`src/render_pkg.sv`:
```
/*
 * render package: coordinate and colour types, FSM state encodings
 * and the colour indices shared by the cube renderer
 */
package render_pkg;

    localparam int CORDW = 16; // signed coordinate width
    localparam int CIDXW = 4;  // colour index width

    typedef logic signed [CORDW-1:0] coord_t;
    typedef logic [CIDXW-1:0] cidx_t;

    localparam cidx_t CLEAR_CIDX = 4'd0; // background
    localparam cidx_t CUBE_CIDX  = 4'd2; // cube edges

    // line drawer FSM
    typedef enum logic [2:0] {
        LINE_IDLE,
        LINE_INIT0, // directions and deltas
        LINE_INIT1, // error term and start point
        LINE_DRAW,
        LINE_DONE
    } line_state_e;

    // cube sequencer FSM
    typedef enum logic [1:0] {
        SEQ_IDLE,
        SEQ_INIT,
        SEQ_DRAW,
        SEQ_DONE
    } seq_state_e;

    // screen clearer FSM
    typedef enum logic [1:0] {
        CLR_IDLE,
        CLR_RUN,
        CLR_DONE
    } clear_state_e;

endpackage

```
`src/clear_screen.sv`:
```
/*
 * screen clearer: emits every canvas pixel in raster order,
 * one per accepted cycle
 */
module clear_screen #(
    parameter int H_RES = 128,
    parameter int V_RES = 96
) (
    input  logic               clk,
    input  logic               rst,
    input  logic               start,
    input  logic               clr_ready,
    output render_pkg::coord_t clr_x,
    output render_pkg::coord_t clr_y,
    output logic               clr_valid,
    output logic               clr_done
);

    localparam render_pkg::coord_t X_LAST = render_pkg::coord_t'(H_RES - 1);
    localparam render_pkg::coord_t Y_LAST = render_pkg::coord_t'(V_RES - 1);

    render_pkg::clear_state_e state;

    always_ff @(posedge clk) begin
        if (rst) begin
            state <= render_pkg::CLR_IDLE;
        end else begin
            case (state)
                render_pkg::CLR_IDLE: begin
                    if (start) state <= render_pkg::CLR_RUN;
                end
                render_pkg::CLR_RUN: begin
                    if (clr_ready && clr_x == X_LAST && clr_y == Y_LAST) begin
                        state <= render_pkg::CLR_DONE;
                    end
                end
                default: state <= render_pkg::CLR_IDLE;
            endcase
        end
    end

    // raster counters
    always_ff @(posedge clk) begin
        if (state == render_pkg::CLR_IDLE) begin
            clr_x <= '0;
            clr_y <= '0;
        end else if (state == render_pkg::CLR_RUN && clr_ready) begin
            if (clr_x == X_LAST) begin
                clr_x <= '0;
                clr_y <= clr_y + 16'sd1;
            end else begin
                clr_x <= clr_x + 16'sd1;
            end
        end
    end

    assign clr_valid = (state == render_pkg::CLR_RUN);
    assign clr_done  = (state == render_pkg::CLR_DONE);

endmodule

```
`src/cube_render_top.sv`:
```
/*
 * cube renderer top: screen clearer and cube sequencer merged
 * into one credit-controlled pixel-write port
 */
module cube_render_top #(
    parameter int H_RES   = 128,
    parameter int V_RES   = 96,
    parameter int SCALE   = 1,
    parameter int CREDITS = 4
) (
    input  logic               clk,
    input  logic               rst,
    input  logic               start,
    input  logic               credit_ret,
    output logic               px_valid,
    output render_pkg::coord_t px_x,
    output render_pkg::coord_t px_y,
    output render_pkg::cidx_t  px_cidx,
    output logic               busy,
    output logic               done
);

    logic               clr_valid, clr_ready, clr_done;
    render_pkg::coord_t clr_x, clr_y;
    logic               cube_valid, cube_ready, cube_done;
    render_pkg::coord_t cube_x, cube_y;
    render_pkg::cidx_t  cube_cidx;

    clear_screen #(
        .H_RES (H_RES),
        .V_RES (V_RES)
    ) u_clear_screen (
        .clk       (clk),
        .rst       (rst),
        .start     (start),
        .clr_ready (clr_ready),
        .clr_x     (clr_x),
        .clr_y     (clr_y),
        .clr_valid (clr_valid),
        .clr_done  (clr_done)
    );

    render_cube_sm #(
        .SCALE (SCALE)
    ) u_render_cube_sm (
        .clk        (clk),
        .rst        (rst),
        .start      (start),
        .cube_ready (cube_ready),
        .cube_x     (cube_x),
        .cube_y     (cube_y),
        .cube_cidx  (cube_cidx),
        .cube_valid (cube_valid),
        .cube_done  (cube_done)
    );

    pixel_merge #(
        .CREDITS (CREDITS)
    ) u_pixel_merge (
        .clk        (clk),
        .rst        (rst),
        .credit_ret (credit_ret),
        .clr_valid  (clr_valid),
        .clr_x      (clr_x),
        .clr_y      (clr_y),
        .clr_done   (clr_done),
        .cube_valid (cube_valid),
        .cube_x     (cube_x),
        .cube_y     (cube_y),
        .cube_cidx  (cube_cidx),
        .cube_done  (cube_done),
        .clr_ready  (clr_ready),
        .cube_ready (cube_ready),
        .px_valid   (px_valid),
        .px_x       (px_x),
        .px_y       (px_y),
        .px_cidx    (px_cidx),
        .busy       (busy),
        .done       (done)
    );

endmodule

```
`src/draw_line.sv`:
```
/*
 * Bresenham line drawer, one point per cycle while oe is high,
 * both end points included
 */
module draw_line (
    input  logic               clk,
    input  logic               rst,
    input  logic               start,
    input  logic               oe,
    input  render_pkg::coord_t x0,
    input  render_pkg::coord_t y0,
    input  render_pkg::coord_t x1,
    input  render_pkg::coord_t y1,
    output render_pkg::coord_t x,
    output render_pkg::coord_t y,
    output logic               drawing,
    output logic               busy,
    output logic               done
);

    localparam int EW = render_pkg::CORDW + 1; // error term width

    render_pkg::line_state_e state;

    logic signed [EW-1:0] dx;  // always >= 0
    logic signed [EW-1:0] dy;  // always <= 0
    logic signed [EW-1:0] err;
    logic signed [EW:0]   e2;  // 2 * err
    logic                 right, down;
    logic                 movx, movy;
    render_pkg::coord_t   xe, ye; // end point

    assign e2   = {err, 1'b0};
    assign movx = (e2 >= dy);
    assign movy = (e2 <= dx);

    always_ff @(posedge clk) begin
        if (rst) begin
            state <= render_pkg::LINE_IDLE;
        end else begin
            case (state)
                render_pkg::LINE_IDLE: begin
                    if (start) state <= render_pkg::LINE_INIT0;
                end
                render_pkg::LINE_INIT0: state <= render_pkg::LINE_INIT1;
                render_pkg::LINE_INIT1: state <= render_pkg::LINE_DRAW;
                render_pkg::LINE_DRAW: begin
                    if (oe && x == xe && y == ye) state <= render_pkg::LINE_DONE;
                end
                default: state <= render_pkg::LINE_IDLE; // done lasts one cycle
            endcase
        end
    end

    // datapath, end points are held stable by the sequencer during setup
    always_ff @(posedge clk) begin
        case (state)
            render_pkg::LINE_INIT0: begin
                right <= (x0 < x1);
                down  <= (y0 < y1);
                dx    <= (x0 < x1) ? x1 - x0 : x0 - x1;
                dy    <= (y0 < y1) ? y0 - y1 : y1 - y0; // negative
            end
            render_pkg::LINE_INIT1: begin
                err <= dx + dy;
                x   <= x0;
                y   <= y0;
                xe  <= x1;
                ye  <= y1;
            end
            render_pkg::LINE_DRAW: begin
                if (oe && !(x == xe && y == ye)) begin
                    if (movx) x <= right ? x + 16'sd1 : x - 16'sd1;
                    if (movy) y <= down ? y + 16'sd1 : y - 16'sd1;
                    if (movx && movy) begin
                        err <= err + dy + dx;
                    end else if (movx) begin
                        err <= err + dy;
                    end else if (movy) begin
                        err <= err + dx;
                    end
                end
            end
            default: ;
        endcase
    end

    assign drawing = (state == render_pkg::LINE_DRAW); // point on x, y is valid
    assign busy    = (state != render_pkg::LINE_IDLE);
    assign done    = (state == render_pkg::LINE_DONE);

endmodule

```
`src/pixel_merge.sv`:
```
/*
 * pixel merger: clearer has priority over the cube stream,
 * credit counter throttles writes toward the framebuffer
 */
module pixel_merge #(
    parameter int CREDITS = 4
) (
    input  logic               clk,
    input  logic               rst,
    input  logic               credit_ret,
    input  logic               clr_valid,
    input  render_pkg::coord_t clr_x,
    input  render_pkg::coord_t clr_y,
    input  logic               clr_done,
    input  logic               cube_valid,
    input  render_pkg::coord_t cube_x,
    input  render_pkg::coord_t cube_y,
    input  render_pkg::cidx_t  cube_cidx,
    input  logic               cube_done,
    output logic               clr_ready,
    output logic               cube_ready,
    output logic               px_valid,
    output render_pkg::coord_t px_x,
    output render_pkg::coord_t px_y,
    output render_pkg::cidx_t  px_cidx,
    output logic               busy,
    output logic               done
);

    localparam int CW = $clog2(CREDITS + 1);

    logic [CW-1:0] credit_cnt;
    logic          have_credit;
    logic          clr_seen, cube_seen; // done flags latched per frame
    logic          frame_active;

    assign have_credit = (credit_cnt != '0);

    // clearer first, cube only when the clearer is idle
    assign clr_ready  = have_credit;
    assign cube_ready = have_credit && !clr_valid;
    assign px_valid   = have_credit && (clr_valid || cube_valid);
    assign px_x       = clr_valid ? clr_x : cube_x;
    assign px_y       = clr_valid ? clr_y : cube_y;
    assign px_cidx    = clr_valid ? render_pkg::CLEAR_CIDX : cube_cidx;

    always_ff @(posedge clk) begin
        if (rst) begin
            credit_cnt <= CW'(CREDITS);
        end else if (px_valid && !credit_ret) begin
            credit_cnt <= credit_cnt - 1'b1;
        end else if (!px_valid && credit_ret) begin
            credit_cnt <= credit_cnt + 1'b1;
        end
    end

    // frame completes once both producers have reported done
    assign done = (clr_seen || clr_done) && (cube_seen || cube_done);

    always_ff @(posedge clk) begin
        if (rst || done) begin
            clr_seen  <= 1'b0;
            cube_seen <= 1'b0;
        end else begin
            if (clr_done) clr_seen <= 1'b1;
            if (cube_done) cube_seen <= 1'b1;
        end
    end

    // clearer goes valid the cycle after start, so it marks the frame
    always_ff @(posedge clk) begin
        if (rst || done) begin
            frame_active <= 1'b0;
        end else if (clr_valid) begin
            frame_active <= 1'b1;
        end
    end

    assign busy = frame_active || clr_valid;

endmodule

```
`src/render_cube_sm.sv`:
```
/*
 * cube sequencer: walks the nine scaled cube edges and feeds each one
 * to the line drawer, whose points form the cube pixel stream
 */
module render_cube_sm #(
    parameter int SCALE = 1
) (
    input  logic               clk,
    input  logic               rst,
    input  logic               start,
    input  logic               cube_ready,
    output render_pkg::coord_t cube_x,
    output render_pkg::coord_t cube_y,
    output render_pkg::cidx_t  cube_cidx,
    output logic               cube_valid,
    output logic               cube_done
);

    localparam logic [3:0] LINE_CNT = 4'd9;

    render_pkg::seq_state_e state;

    logic [3:0]         line_id;
    logic [7:0]         ex0, ey0, ex1, ey1; // unscaled edge
    render_pkg::coord_t sx0, sy0, sx1, sy1; // scaled edge
    logic               draw_start;
    logic               line_busy;
    logic               line_done;

    // edge table
    always_comb begin
        case (line_id)
            4'd0: {ex0, ey0, ex1, ey1} = {8'd65, 8'd30, 8'd115, 8'd30};
            4'd1: {ex0, ey0, ex1, ey1} = {8'd115, 8'd30, 8'd115, 8'd80};
            4'd2: {ex0, ey0, ex1, ey1} = {8'd115, 8'd80, 8'd65, 8'd80};
            4'd3: {ex0, ey0, ex1, ey1} = {8'd65, 8'd80, 8'd65, 8'd30};
            4'd4: {ex0, ey0, ex1, ey1} = {8'd65, 8'd80, 8'd45, 8'd60};
            4'd5: {ex0, ey0, ex1, ey1} = {8'd45, 8'd60, 8'd45, 8'd10};
            4'd6: {ex0, ey0, ex1, ey1} = {8'd45, 8'd10, 8'd65, 8'd30};
            4'd7: {ex0, ey0, ex1, ey1} = {8'd45, 8'd10, 8'd95, 8'd10};
            default: {ex0, ey0, ex1, ey1} = {8'd95, 8'd10, 8'd115, 8'd30};
        endcase
    end

    assign sx0 = render_pkg::coord_t'(ex0 * SCALE);
    assign sy0 = render_pkg::coord_t'(ey0 * SCALE);
    assign sx1 = render_pkg::coord_t'(ex1 * SCALE);
    assign sy1 = render_pkg::coord_t'(ey1 * SCALE);

    // first edge starts straight from IDLE, later ones after one INIT cycle
    assign draw_start = !line_busy &&
                        ((state == render_pkg::SEQ_IDLE && start) ||
                         state == render_pkg::SEQ_INIT);

    always_ff @(posedge clk) begin
        if (rst) begin
            state   <= render_pkg::SEQ_IDLE;
            line_id <= '0;
        end else begin
            case (state)
                render_pkg::SEQ_IDLE,
                render_pkg::SEQ_INIT: begin
                    if (draw_start) state <= render_pkg::SEQ_DRAW;
                end
                render_pkg::SEQ_DRAW: begin
                    if (line_done) begin
                        if (line_id == LINE_CNT - 4'd1) begin
                            line_id <= '0; // ready for the next frame
                            state   <= render_pkg::SEQ_DONE;
                        end else begin
                            line_id <= line_id + 4'd1;
                            state   <= render_pkg::SEQ_INIT;
                        end
                    end
                end
                default: state <= render_pkg::SEQ_IDLE;
            endcase
        end
    end

    draw_line u_draw_line (
        .clk     (clk),
        .rst     (rst),
        .start   (draw_start),
        .oe      (cube_ready),
        .x0      (sx0),
        .y0      (sy0),
        .x1      (sx1),
        .y1      (sy1),
        .x       (cube_x),
        .y       (cube_y),
        .drawing (cube_valid),
        .busy    (line_busy),
        .done    (line_done)
    );

    assign cube_cidx = render_pkg::CUBE_CIDX;
    assign cube_done = (state == render_pkg::SEQ_DONE);

endmodule

```
`config.mk`:
```
export PLATFORM = sky130hd
export DESIGN_NAME = cube_render_top
export DESIGN_NICKNAME = d
export VERILOG_FILES = /design/src/render_pkg.sv /design/src/clear_screen.sv /design/src/cube_render_top.sv /design/src/draw_line.sv /design/src/pixel_merge.sv /design/src/render_cube_sm.sv
export SDC_FILE = /design/constraint.sdc
export NUM_CORES = 1
export LEC_CHECK = 0
export BUFFER_PORTS_ARGS = -buffer_cell sky130_fd_sc_hd__buf_2
export CAP_MARGIN = 20
export CORE_ASPECT_RATIO = 0.75
export CORE_MARGIN = 2
export CORE_UTILIZATION = 35
export CTS_CLUSTER_DIAMETER = 30
export DETAILED_ROUTE_END_ITERATION = 10
export PLACE_DENSITY = 0.55
export SLEW_MARGIN = 20
export SYNTH_ARGS = -nofsm -noshare
export SYNTH_HDL_FRONTEND = slang
export SYNTH_SLANG_ARGS = --single-unit
```
`constraint.sdc`:
```
create_clock -name clk -period 4.2 [get_ports clk]
set_input_delay 0.21 -clock clk [delete_from_list [all_inputs] [get_ports clk]]
set_output_delay 0.21 -clock clk [all_outputs]
set_load 0.01 [all_outputs]
```
# ---- Word level (Yosys, flattened, before mapping)
# Memory sizes are Yosys's and may differ from the RTL's. A register that Yosys moved wholly into a read port is not among the register bits.
# Index checks and enable logic that the tools add are counted.
# Widths: inputs -> output; s select.
dict set report classes {
  n_addsub 17
  magnitude_cmp 4
  eq_ne 24
  mux 35
  reduce_logical 42
}
# op n
set ops {}
lappend ops {{$mux 16} 9}
lappend ops {{$mux 17} 6}
lappend ops {{$add 17x17->17} 4}
lappend ops {{$add 16x2->16 const B} 4}
lappend ops {{$pmux 16 s2} 2}
lappend ops {{$sub 8x8->9} 4}
lappend ops {{$pmux 17 s2} 1}
lappend ops {{$eq 16x8->1 const B} 2}
lappend ops {{$eq 16x9->1} 2}
lappend ops {{$mux 32} 1}
lappend ops {{$sub 16x2->16 const B} 2}
lappend ops {{$ge 18x17->1} 1}
lappend ops {{$le 18x17->1} 1}
lappend ops {{$mux 3} 6}
lappend ops {{$lt 8x8->1} 2}
lappend ops {{$logic_and 1x1->1} 15}
lappend ops {{$mux 2} 6}
lappend ops {{$ne 2x2->1 const B} 6}
lappend ops {{$pmux 3 s4} 1}
lappend ops {{$reduce_and 2->1} 5}
lappend ops {{$reduce_and 3->1} 3}
lappend ops {{$pmux 2 s2} 2}
lappend ops {{$eq 2x2->1 const B} 3}
lappend ops {{$eq 3x2->1 const B} 2}
lappend ops {{other kinds (17)} 32}
dict set report word_totals {
  register_bits 150
  mem_bits_ro 192
  inputBits 4
  output_inout_bits 39
  mem_count 1
}
# name words width rd rd_ports_with_merged_regs write_ports line
set memory_table {}
lappend memory_table {{(no name shown)} 8 24 1 1 0 render_cube_sm.sv:32} ;# case (line_id)

# ---- Depth between registers and ports, before layout
dict set report logic_depth {
  depth_word 7
  mapped_depth 17
  depth_no_buf 17
}

# ---- By module
# A second synthesis with hierarchy kept.
dict set report unflattened {
  hier_cells 1848
  area_unflattened_um2 16558.4
}
# mod n_inst cells_each area_per_inst_um2
set by_module_without_submodules {}
lappend by_module_without_submodules {draw_line 1 1457 13020.0}
lappend by_module_without_submodules {clear_screen 1 206 1712.9}
lappend by_module_without_submodules {render_cube_sm 1 112 1132.3}
lappend by_module_without_submodules {pixel_merge 1 73 693.2}

# ---- Worst setup path before layout
# OpenSTA, ideal clock, no wires.
dict set report synth_path {
  path_type {register to register}
  start {reg u_render_cube_sm.u_draw_line.err[1]}
  end {reg u_render_cube_sm.u_draw_line.err[14] (data pin)}
  setup_ps 261
  arrival_ps 3985
  path_slack_ps -46
  path_stages_with_launch 18
  period_less_slack_ps 4246
  cell_sequence {edfxtp_1 > ha_1 > fa_1 > a211oi_1 > nor2_1 > o21a_1 > nor2_1 > xnor2_1 > ha_1 > a21oi_1 > inv_1 > o311a_1 > o31a_1 > o311ai_1 > a21oi_1 > xor2_1 > mux2_2 > a221o_1}
}
dict set report synth_between {
  elab_chain_len 6
  word_cells_on_any_way 11
}
# item line
set synth_rtl {}
lappend synth_rtl {{start: declaration} draw_line.sv:27} ;# logic signed [EW-1:0] err;
lappend synth_rtl {{start signal: assignment} draw_line.sv:65} ;# err <= dx + dy;
lappend synth_rtl {{start signal: assignment} draw_line.sv:76} ;# err <= err + dy + dx;
lappend synth_rtl {{start signal: assignment} draw_line.sv:78} ;# err <= err + dy;
lappend synth_rtl {{parallel branches: the longest is 3 deep, another holds $add 17x17->17} -}
lappend synth_rtl {{$mux 17 (*)} draw_line.sv:75} ;# if (movx && movy) begin
lappend synth_rtl {{$mux 17 (*)} draw_line.sv:72} ;# if (oe && !(x == xe && y == ye)) begin
lappend synth_rtl {{$pmux 17 s2 (*)} draw_line.sv:57} ;# case (state)
# Every way passes the cells marked *. The select of a mux whose other input is x is not followed.
# A chain may end at the register's enable or synchronous reset.

# ---- Worst setup path in the final report
dict set report layout_path {
  start {reg u_render_cube_sm.u_draw_line.dy[1]}
  end {reg u_render_cube_sm.u_draw_line.err[14] (data pin)}
}
dict set report layout_between {
  elab_chain_len 5
  word_cells_on_any_way 9
}
# item line
set layout_rtl {}
lappend layout_rtl {{start: declaration} draw_line.sv:26} ;# logic signed [EW-1:0] dy;
lappend layout_rtl {{start signal: assignment} draw_line.sv:62} ;# dy <= (y0 < y1) ? y0 - y1 : y1 - y0;
lappend layout_rtl {{$add 17x17->17 / $ge 18x17->1 (equally long branches)} {draw_line.sv:76, draw_line.sv:78, draw_line.sv:34}}
lappend layout_rtl {{$add 17x17->17 (tied with other cells)} draw_line.sv:76}
lappend layout_rtl {{$mux 17} draw_line.sv:75}
lappend layout_rtl {{$mux 17} draw_line.sv:72}
lappend layout_rtl {{$pmux 17 s2 (*)} draw_line.sv:57}
lappend layout_rtl {{end signal: assignment} draw_line.sv:76}
lappend layout_rtl {{end signal: assignment} draw_line.sv:78}
lappend layout_rtl {{end signal: assignment} draw_line.sv:80} ;# err <= err + dx;
# Mark *: on every way between the ends. The rest lies on a longest branch, timed or not. The select of a mux whose other input is x is not followed.

==> impl_metrics.xml <==
<?xml version="1.0" encoding="UTF-8"?>
<metrics>
  <group name="timing">
    <metric name="setup_violations" unit="">0</metric>
    <metric name="rsz0062_at_grt" unit="">true</metric>
    <metric name="relSlewSlack" unit="%">52.4</metric>
    <metric name="achievable-frequency" unit="MHz">238</metric>
    <metric name="layout_worst_path_cycle_share" unit="%">99.9</metric>
    <metric name="final.setup_skew" unit="ns">0.0153</metric>
    <metric name="post-route-min-period" unit="ns">4.19</metric>
    <metric name="maxSlewViolCount" unit="">0</metric>
    <metric name="final_hold_viol_count" unit="">0</metric>
    <metric name="whs" unit="ns">0.0527</metric>
    <metric name="final_critical_path_setup_slack" unit="ns">0.00519</metric>
    <metric name="tightest_slew" unit="ns">0.714</metric>
  </group>
  <group name="cts">
    <metric name="clock_sinks" unit="">144</metric>
    <metric name="cts_root_buf" unit="">clkbuf_16</metric>
    <metric name="clock_tree.htree_level_count" unit="">4</metric>
    <metric name="numCtsBuffers" unit="">17</metric>
    <metric name="clock_tree.buffer_depth" unit="">2</metric>
    <metric name="cts.reportedPaths.clkPinSlew" unit="ns">0.07</metric>
    <metric name="worst_skew_pair.late_latency" unit="ns">0.43</metric>
    <metric name="clock_tree_from_tritoncts" unit="">done</metric>
    <metric name="cts_hold_buf" unit="">0</metric>
  </group>
  <group name="detailed_routing">
    <metric name="via_count" unit="">9652</metric>
    <metric name="detail-route-antenna-nets" unit="">0</metric>
    <metric name="final_routed_wirelength" unit="µm">29900</metric>
    <metric name="drc" unit="">0</metric>
    <metric name="drt-pass1-iter-count" unit="">5</metric>
    <metric name="drt_iter0_drc" unit="">651</metric>
    <metric name="drt_wl_cell" unit="µm">15.8</metric>
    <metric name="detail_route.vias_per_cell" unit="">5.10</metric>
  </group>
  <group name="setup_path">
    <metric name="worst_setup_path_start_kind" unit="">flip-flop</metric>
    <metric name="worstSetupPathType" unit="">reg -&gt; reg</metric>
    <metric name="critical_path_required" unit="ns">4.38</metric>
    <metric name="worst_setup_path_end_kind" unit="">flip-flop</metric>
    <metric name="critical_path_peak_fanout" unit="">3</metric>
    <metric name="cp.arrival" unit="ns">4.38</metric>
  </group>
  <group name="yosys">
    <metric name="synthMostInstantiatedCell" unit="">nand2_1</metric>
    <metric name="syn-instance-count" unit="">1371</metric>
    <metric name="synthArstFlopShare" unit="%">0</metric>
    <metric name="synth_commonest_cells" unit="">nand2_1, ha_1, nor2_1</metric>
    <metric name="synth.yosys.warnings" unit="">0</metric>
    <metric name="synth_xor_xnor_area_share" unit="%">7.89</metric>
    <metric name="yosys_most_used_dff" unit="">edfxtp_1</metric>
    <metric name="largest_family_of_logic_cells_by_synthesized_area" unit="">simple AND/OR/NAND/NOR gates</metric>
    <metric name="post_synth_main_area_contributors" unit="">edfxtp_1, ha_1, dfxtp_1</metric>
    <metric name="synth_simple_gate_area_share" unit="%">19.8</metric>
    <metric name="synth.distinct_cells" unit="">63</metric>
    <metric name="postSynthAreaPerCell" unit="µm²">8.51</metric>
    <metric name="synth_top_cell_area_share" unit="%">19.6</metric>
    <metric name="syn-cell-area" unit="µm²">11700</metric>
    <metric name="post_synthesis_compound_gate_area_fraction" unit="%">16.3</metric>
    <metric name="seq_area_frac_synth" unit="%">31.2</metric>
    <metric name="synth-adder-area-share" unit="%">18.5</metric>
    <metric name="number_of_synthesized_flops_with_an_enable_pin" unit="">76</metric>
    <metric name="post-synth-top-area-cell" unit="">edfxtp_1</metric>
    <metric name="yosys-mux-area-fraction" unit="%">1.85</metric>
    <metric name="ys_seq_elements" unit="">144</metric>
  </group>
  <group name="floorplanning">
    <metric name="die_w" unit="µm">215</metric>
    <metric name="chip_height" unit="µm">162</metric>
    <metric name="fp.coreArea" unit="µm²">32600</metric>
    <metric name="die_area" unit="µm²">34800</metric>
    <metric name="io_pins" unit="">43</metric>
    <metric name="initial_core_util" unit="%">35.8</metric>
    <metric name="placementRows" unit="">57</metric>
  </group>
  <group name="place">
    <metric name="port_buffers" unit="">39</metric>
    <metric name="dp_worst_setup_slack" unit="ns">-0.178</metric>
    <metric name="place.detailed.instances" unit="">1855</metric>
    <metric name="globalplace.congestion" unit="">0.830</metric>
    <metric name="detailedPlacementHpwl" unit="µm">22900</metric>
  </group>
  <group name="final_layout">
    <metric name="nets" unit="">1606</metric>
    <metric name="antennaDiodeCount" unit="">0</metric>
    <metric name="fillers" unit="">3300</metric>
    <metric name="post_layout_nonfiller_instances" unit="">1894</metric>
    <metric name="finish.utilization" unit="%">40.8</metric>
    <metric name="synthToLayoutAreaGrowth" unit="%">14.2</metric>
    <metric name="layout-drive-gt1-share" unit="%">11.4</metric>
  </group>
  <group name="min_path">
    <metric name="hp-class" unit="">in -&gt; reg</metric>
  </group>
  <group name="global_routing">
    <metric name="grt_pass1_vias" unit="">9171</metric>
    <metric name="global_route.usage.met1" unit="%">26.4</metric>
    <metric name="global_route.usage.total" unit="%">17.2</metric>
    <metric name="grt_start_max_net_pins" unit="">43</metric>
    <metric name="global_route.usage.met3" unit="%">2.23</metric>
    <metric name="grt_overflow_total" unit="">0</metric>
    <metric name="met2_usage" unit="%">25.8</metric>
    <metric name="grt_first_pass_wirelength" unit="µm">48200</metric>
    <metric name="grt_busiest_layer" unit="">met1</metric>
    <metric name="grt_antenna_before_repair" unit="">0</metric>
  </group>
  <group name="pwr">
    <metric name="power.total" unit="mW">10.9</metric>
    <metric name="p_per_area" unit="nW/µm²">815</metric>
    <metric name="static-leakage-power" unit="nW">5.69</metric>
    <metric name="vdd_drop_max" unit="V">0.000402</metric>
  </group>
  <group name="job">
    <metric name="drv_cap" unit="">0</metric>
  </group>
  <group name="status">
    <metric name="run_status" unit="">completed</metric>
  </group>
</metrics>
-- worst max-delay path, cell delays in order, from the launching register on --
cell	delay [ns]
edfxtp_1	0.39
ha_2	0.21
fa_2	0.36
a211oi_2	0.23
nor2_2	0.08
o21a_1	0.18
nor2_2	0.11
xnor2_2	0.13
ha_1	0.28
a21oi_2	0.18
inv_1	0.05
o311a_1	0.31
o31a_1	0.29
o311ai_4	0.31
a21oi_2	0.10
xor2_1	0.16
mux2_4	0.27
a221o_1	0.32
-- stage by stage --
step                      cell area [µm²]  setup TNS (ns)
final                               13300               0
after global routing                13300          -0.477
after CTS                           13300               0
after detailed placement            12600          -0.269
after global placement              12600          -0.187
after floorplan                     11700               0
-- placed cells by master (no fill, tap or decap), types with 4 or more instances in the layout --
| cell | netlist | layout |
|---|---|---|
| dfxtp_1 | 68 | 68 |
| or3_1 | 13 | 13 |
| inv_1 | 92 | 92 |
| a22oi_1 | 6 | 5 |
| o21bai_1 | 14 | 14 |
| o31ai_1 | 8 | 7 |
| buf_2 | 0 | 39 |
| mux2i_1 | 17 | 17 |
| a211oi_2 | 0 | 4 |
| nor2b_1 | 19 | 19 |
| a31oi_1 | 8 | 7 |
| nand2b_1 | 20 | 20 |
| o41ai_1 | 4 | 4 |
| xor2_1 | 55 | 55 |
| edfxtp_1 | 76 | 76 |
| nor2_1 | 141 | 138 |
| clkbuf_16 | 0 | 18 |
| nor3_1 | 25 | 24 |
| o21ai_0 | 77 | 76 |
| and2_1 | 12 | 12 |
| buf_4 | 3 | 48 |
| a21o_1 | 20 | 20 |
| nand2_1 | 170 | 170 |
| and3_1 | 12 | 12 |
| o211ai_1 | 4 | 4 |
| nor4_1 | 10 | 10 |
| xnor2_1 | 50 | 49 |
| ha_1 | 148 | 147 |
| nand4_1 | 14 | 14 |
| a211oi_1 | 25 | 21 |
| fa_1 | 15 | 14 |
| or2_2 | 19 | 19 |
| o21a_1 | 10 | 10 |
| nand3_1 | 16 | 16 |
| clkinv_4 | 0 | 4 |
| a21oi_1 | 109 | 107 |
-- cell families after synthesis --
kind of cell,after synthesis
compound gates,311
other cells,1
simple gates,494
mux,21
flops,144
buf+inv,132
fa+ha+maj,163
xor+xnor,105
-- cell type report --
type                    count  area [µm²]  area share [%]
multi-input cells        1097        7600            57.1
repair buffers             87         556            4.17
clock inverters            12         146            1.10
flip-flops and latches    144        3640            27.4
clock buffers              20         468            3.51
well taps                 442         553            4.15
inverters                  92         345            2.59
-- routing by layer --
layer | up-vias | routed length (µm)
met5 | - | 0
met4 | 0 | 167
met3 | 11 | 1120
met2 | 161 | 12400
met1 | 4535 | 16100
li1 | 4945 | -
-- final timing paths --
check | from | slack (ns) | cells after the start | to
worst max-delay path | u_render_cube_sm.u_draw_line.dy[1]$_DFFE_PP_ | 0.005 | 17 | u_render_cube_sm.u_draw_line.err[14]$_DFFE_PP_
worst min register to register | u_pixel_merge.cube_seen$_SDFFE_PP0P_ | 0.47 | 2 | u_pixel_merge.cube_seen$_SDFFE_PP0P_
worst min-delay path | start | 0.05 | 3 | u_clear_screen.state[0]$_SDFFE_PP0P_
worst max register to register | u_render_cube_sm.u_draw_line.dy[1]$_DFFE_PP_ | 0.005 | 17 | u_render_cube_sm.u_draw_line.err[14]$_DFFE_PP_
-- timing repair --
item | in CTS | in global routing
pin swaps | 2 | 3
endpoints found under the setup margin | 2 | 4
resized for setup | 8 | 10
setup buffers | 4 | 3
-- power breakdown --
group	internal, mW	total [mW]	switching (mW)
registers	1.89	2.18	0.293
logic	3.04	7.08	4.03
clock network	0.941	1.60	0.656
Note: power is estimated with default switching activity, not from simulation.
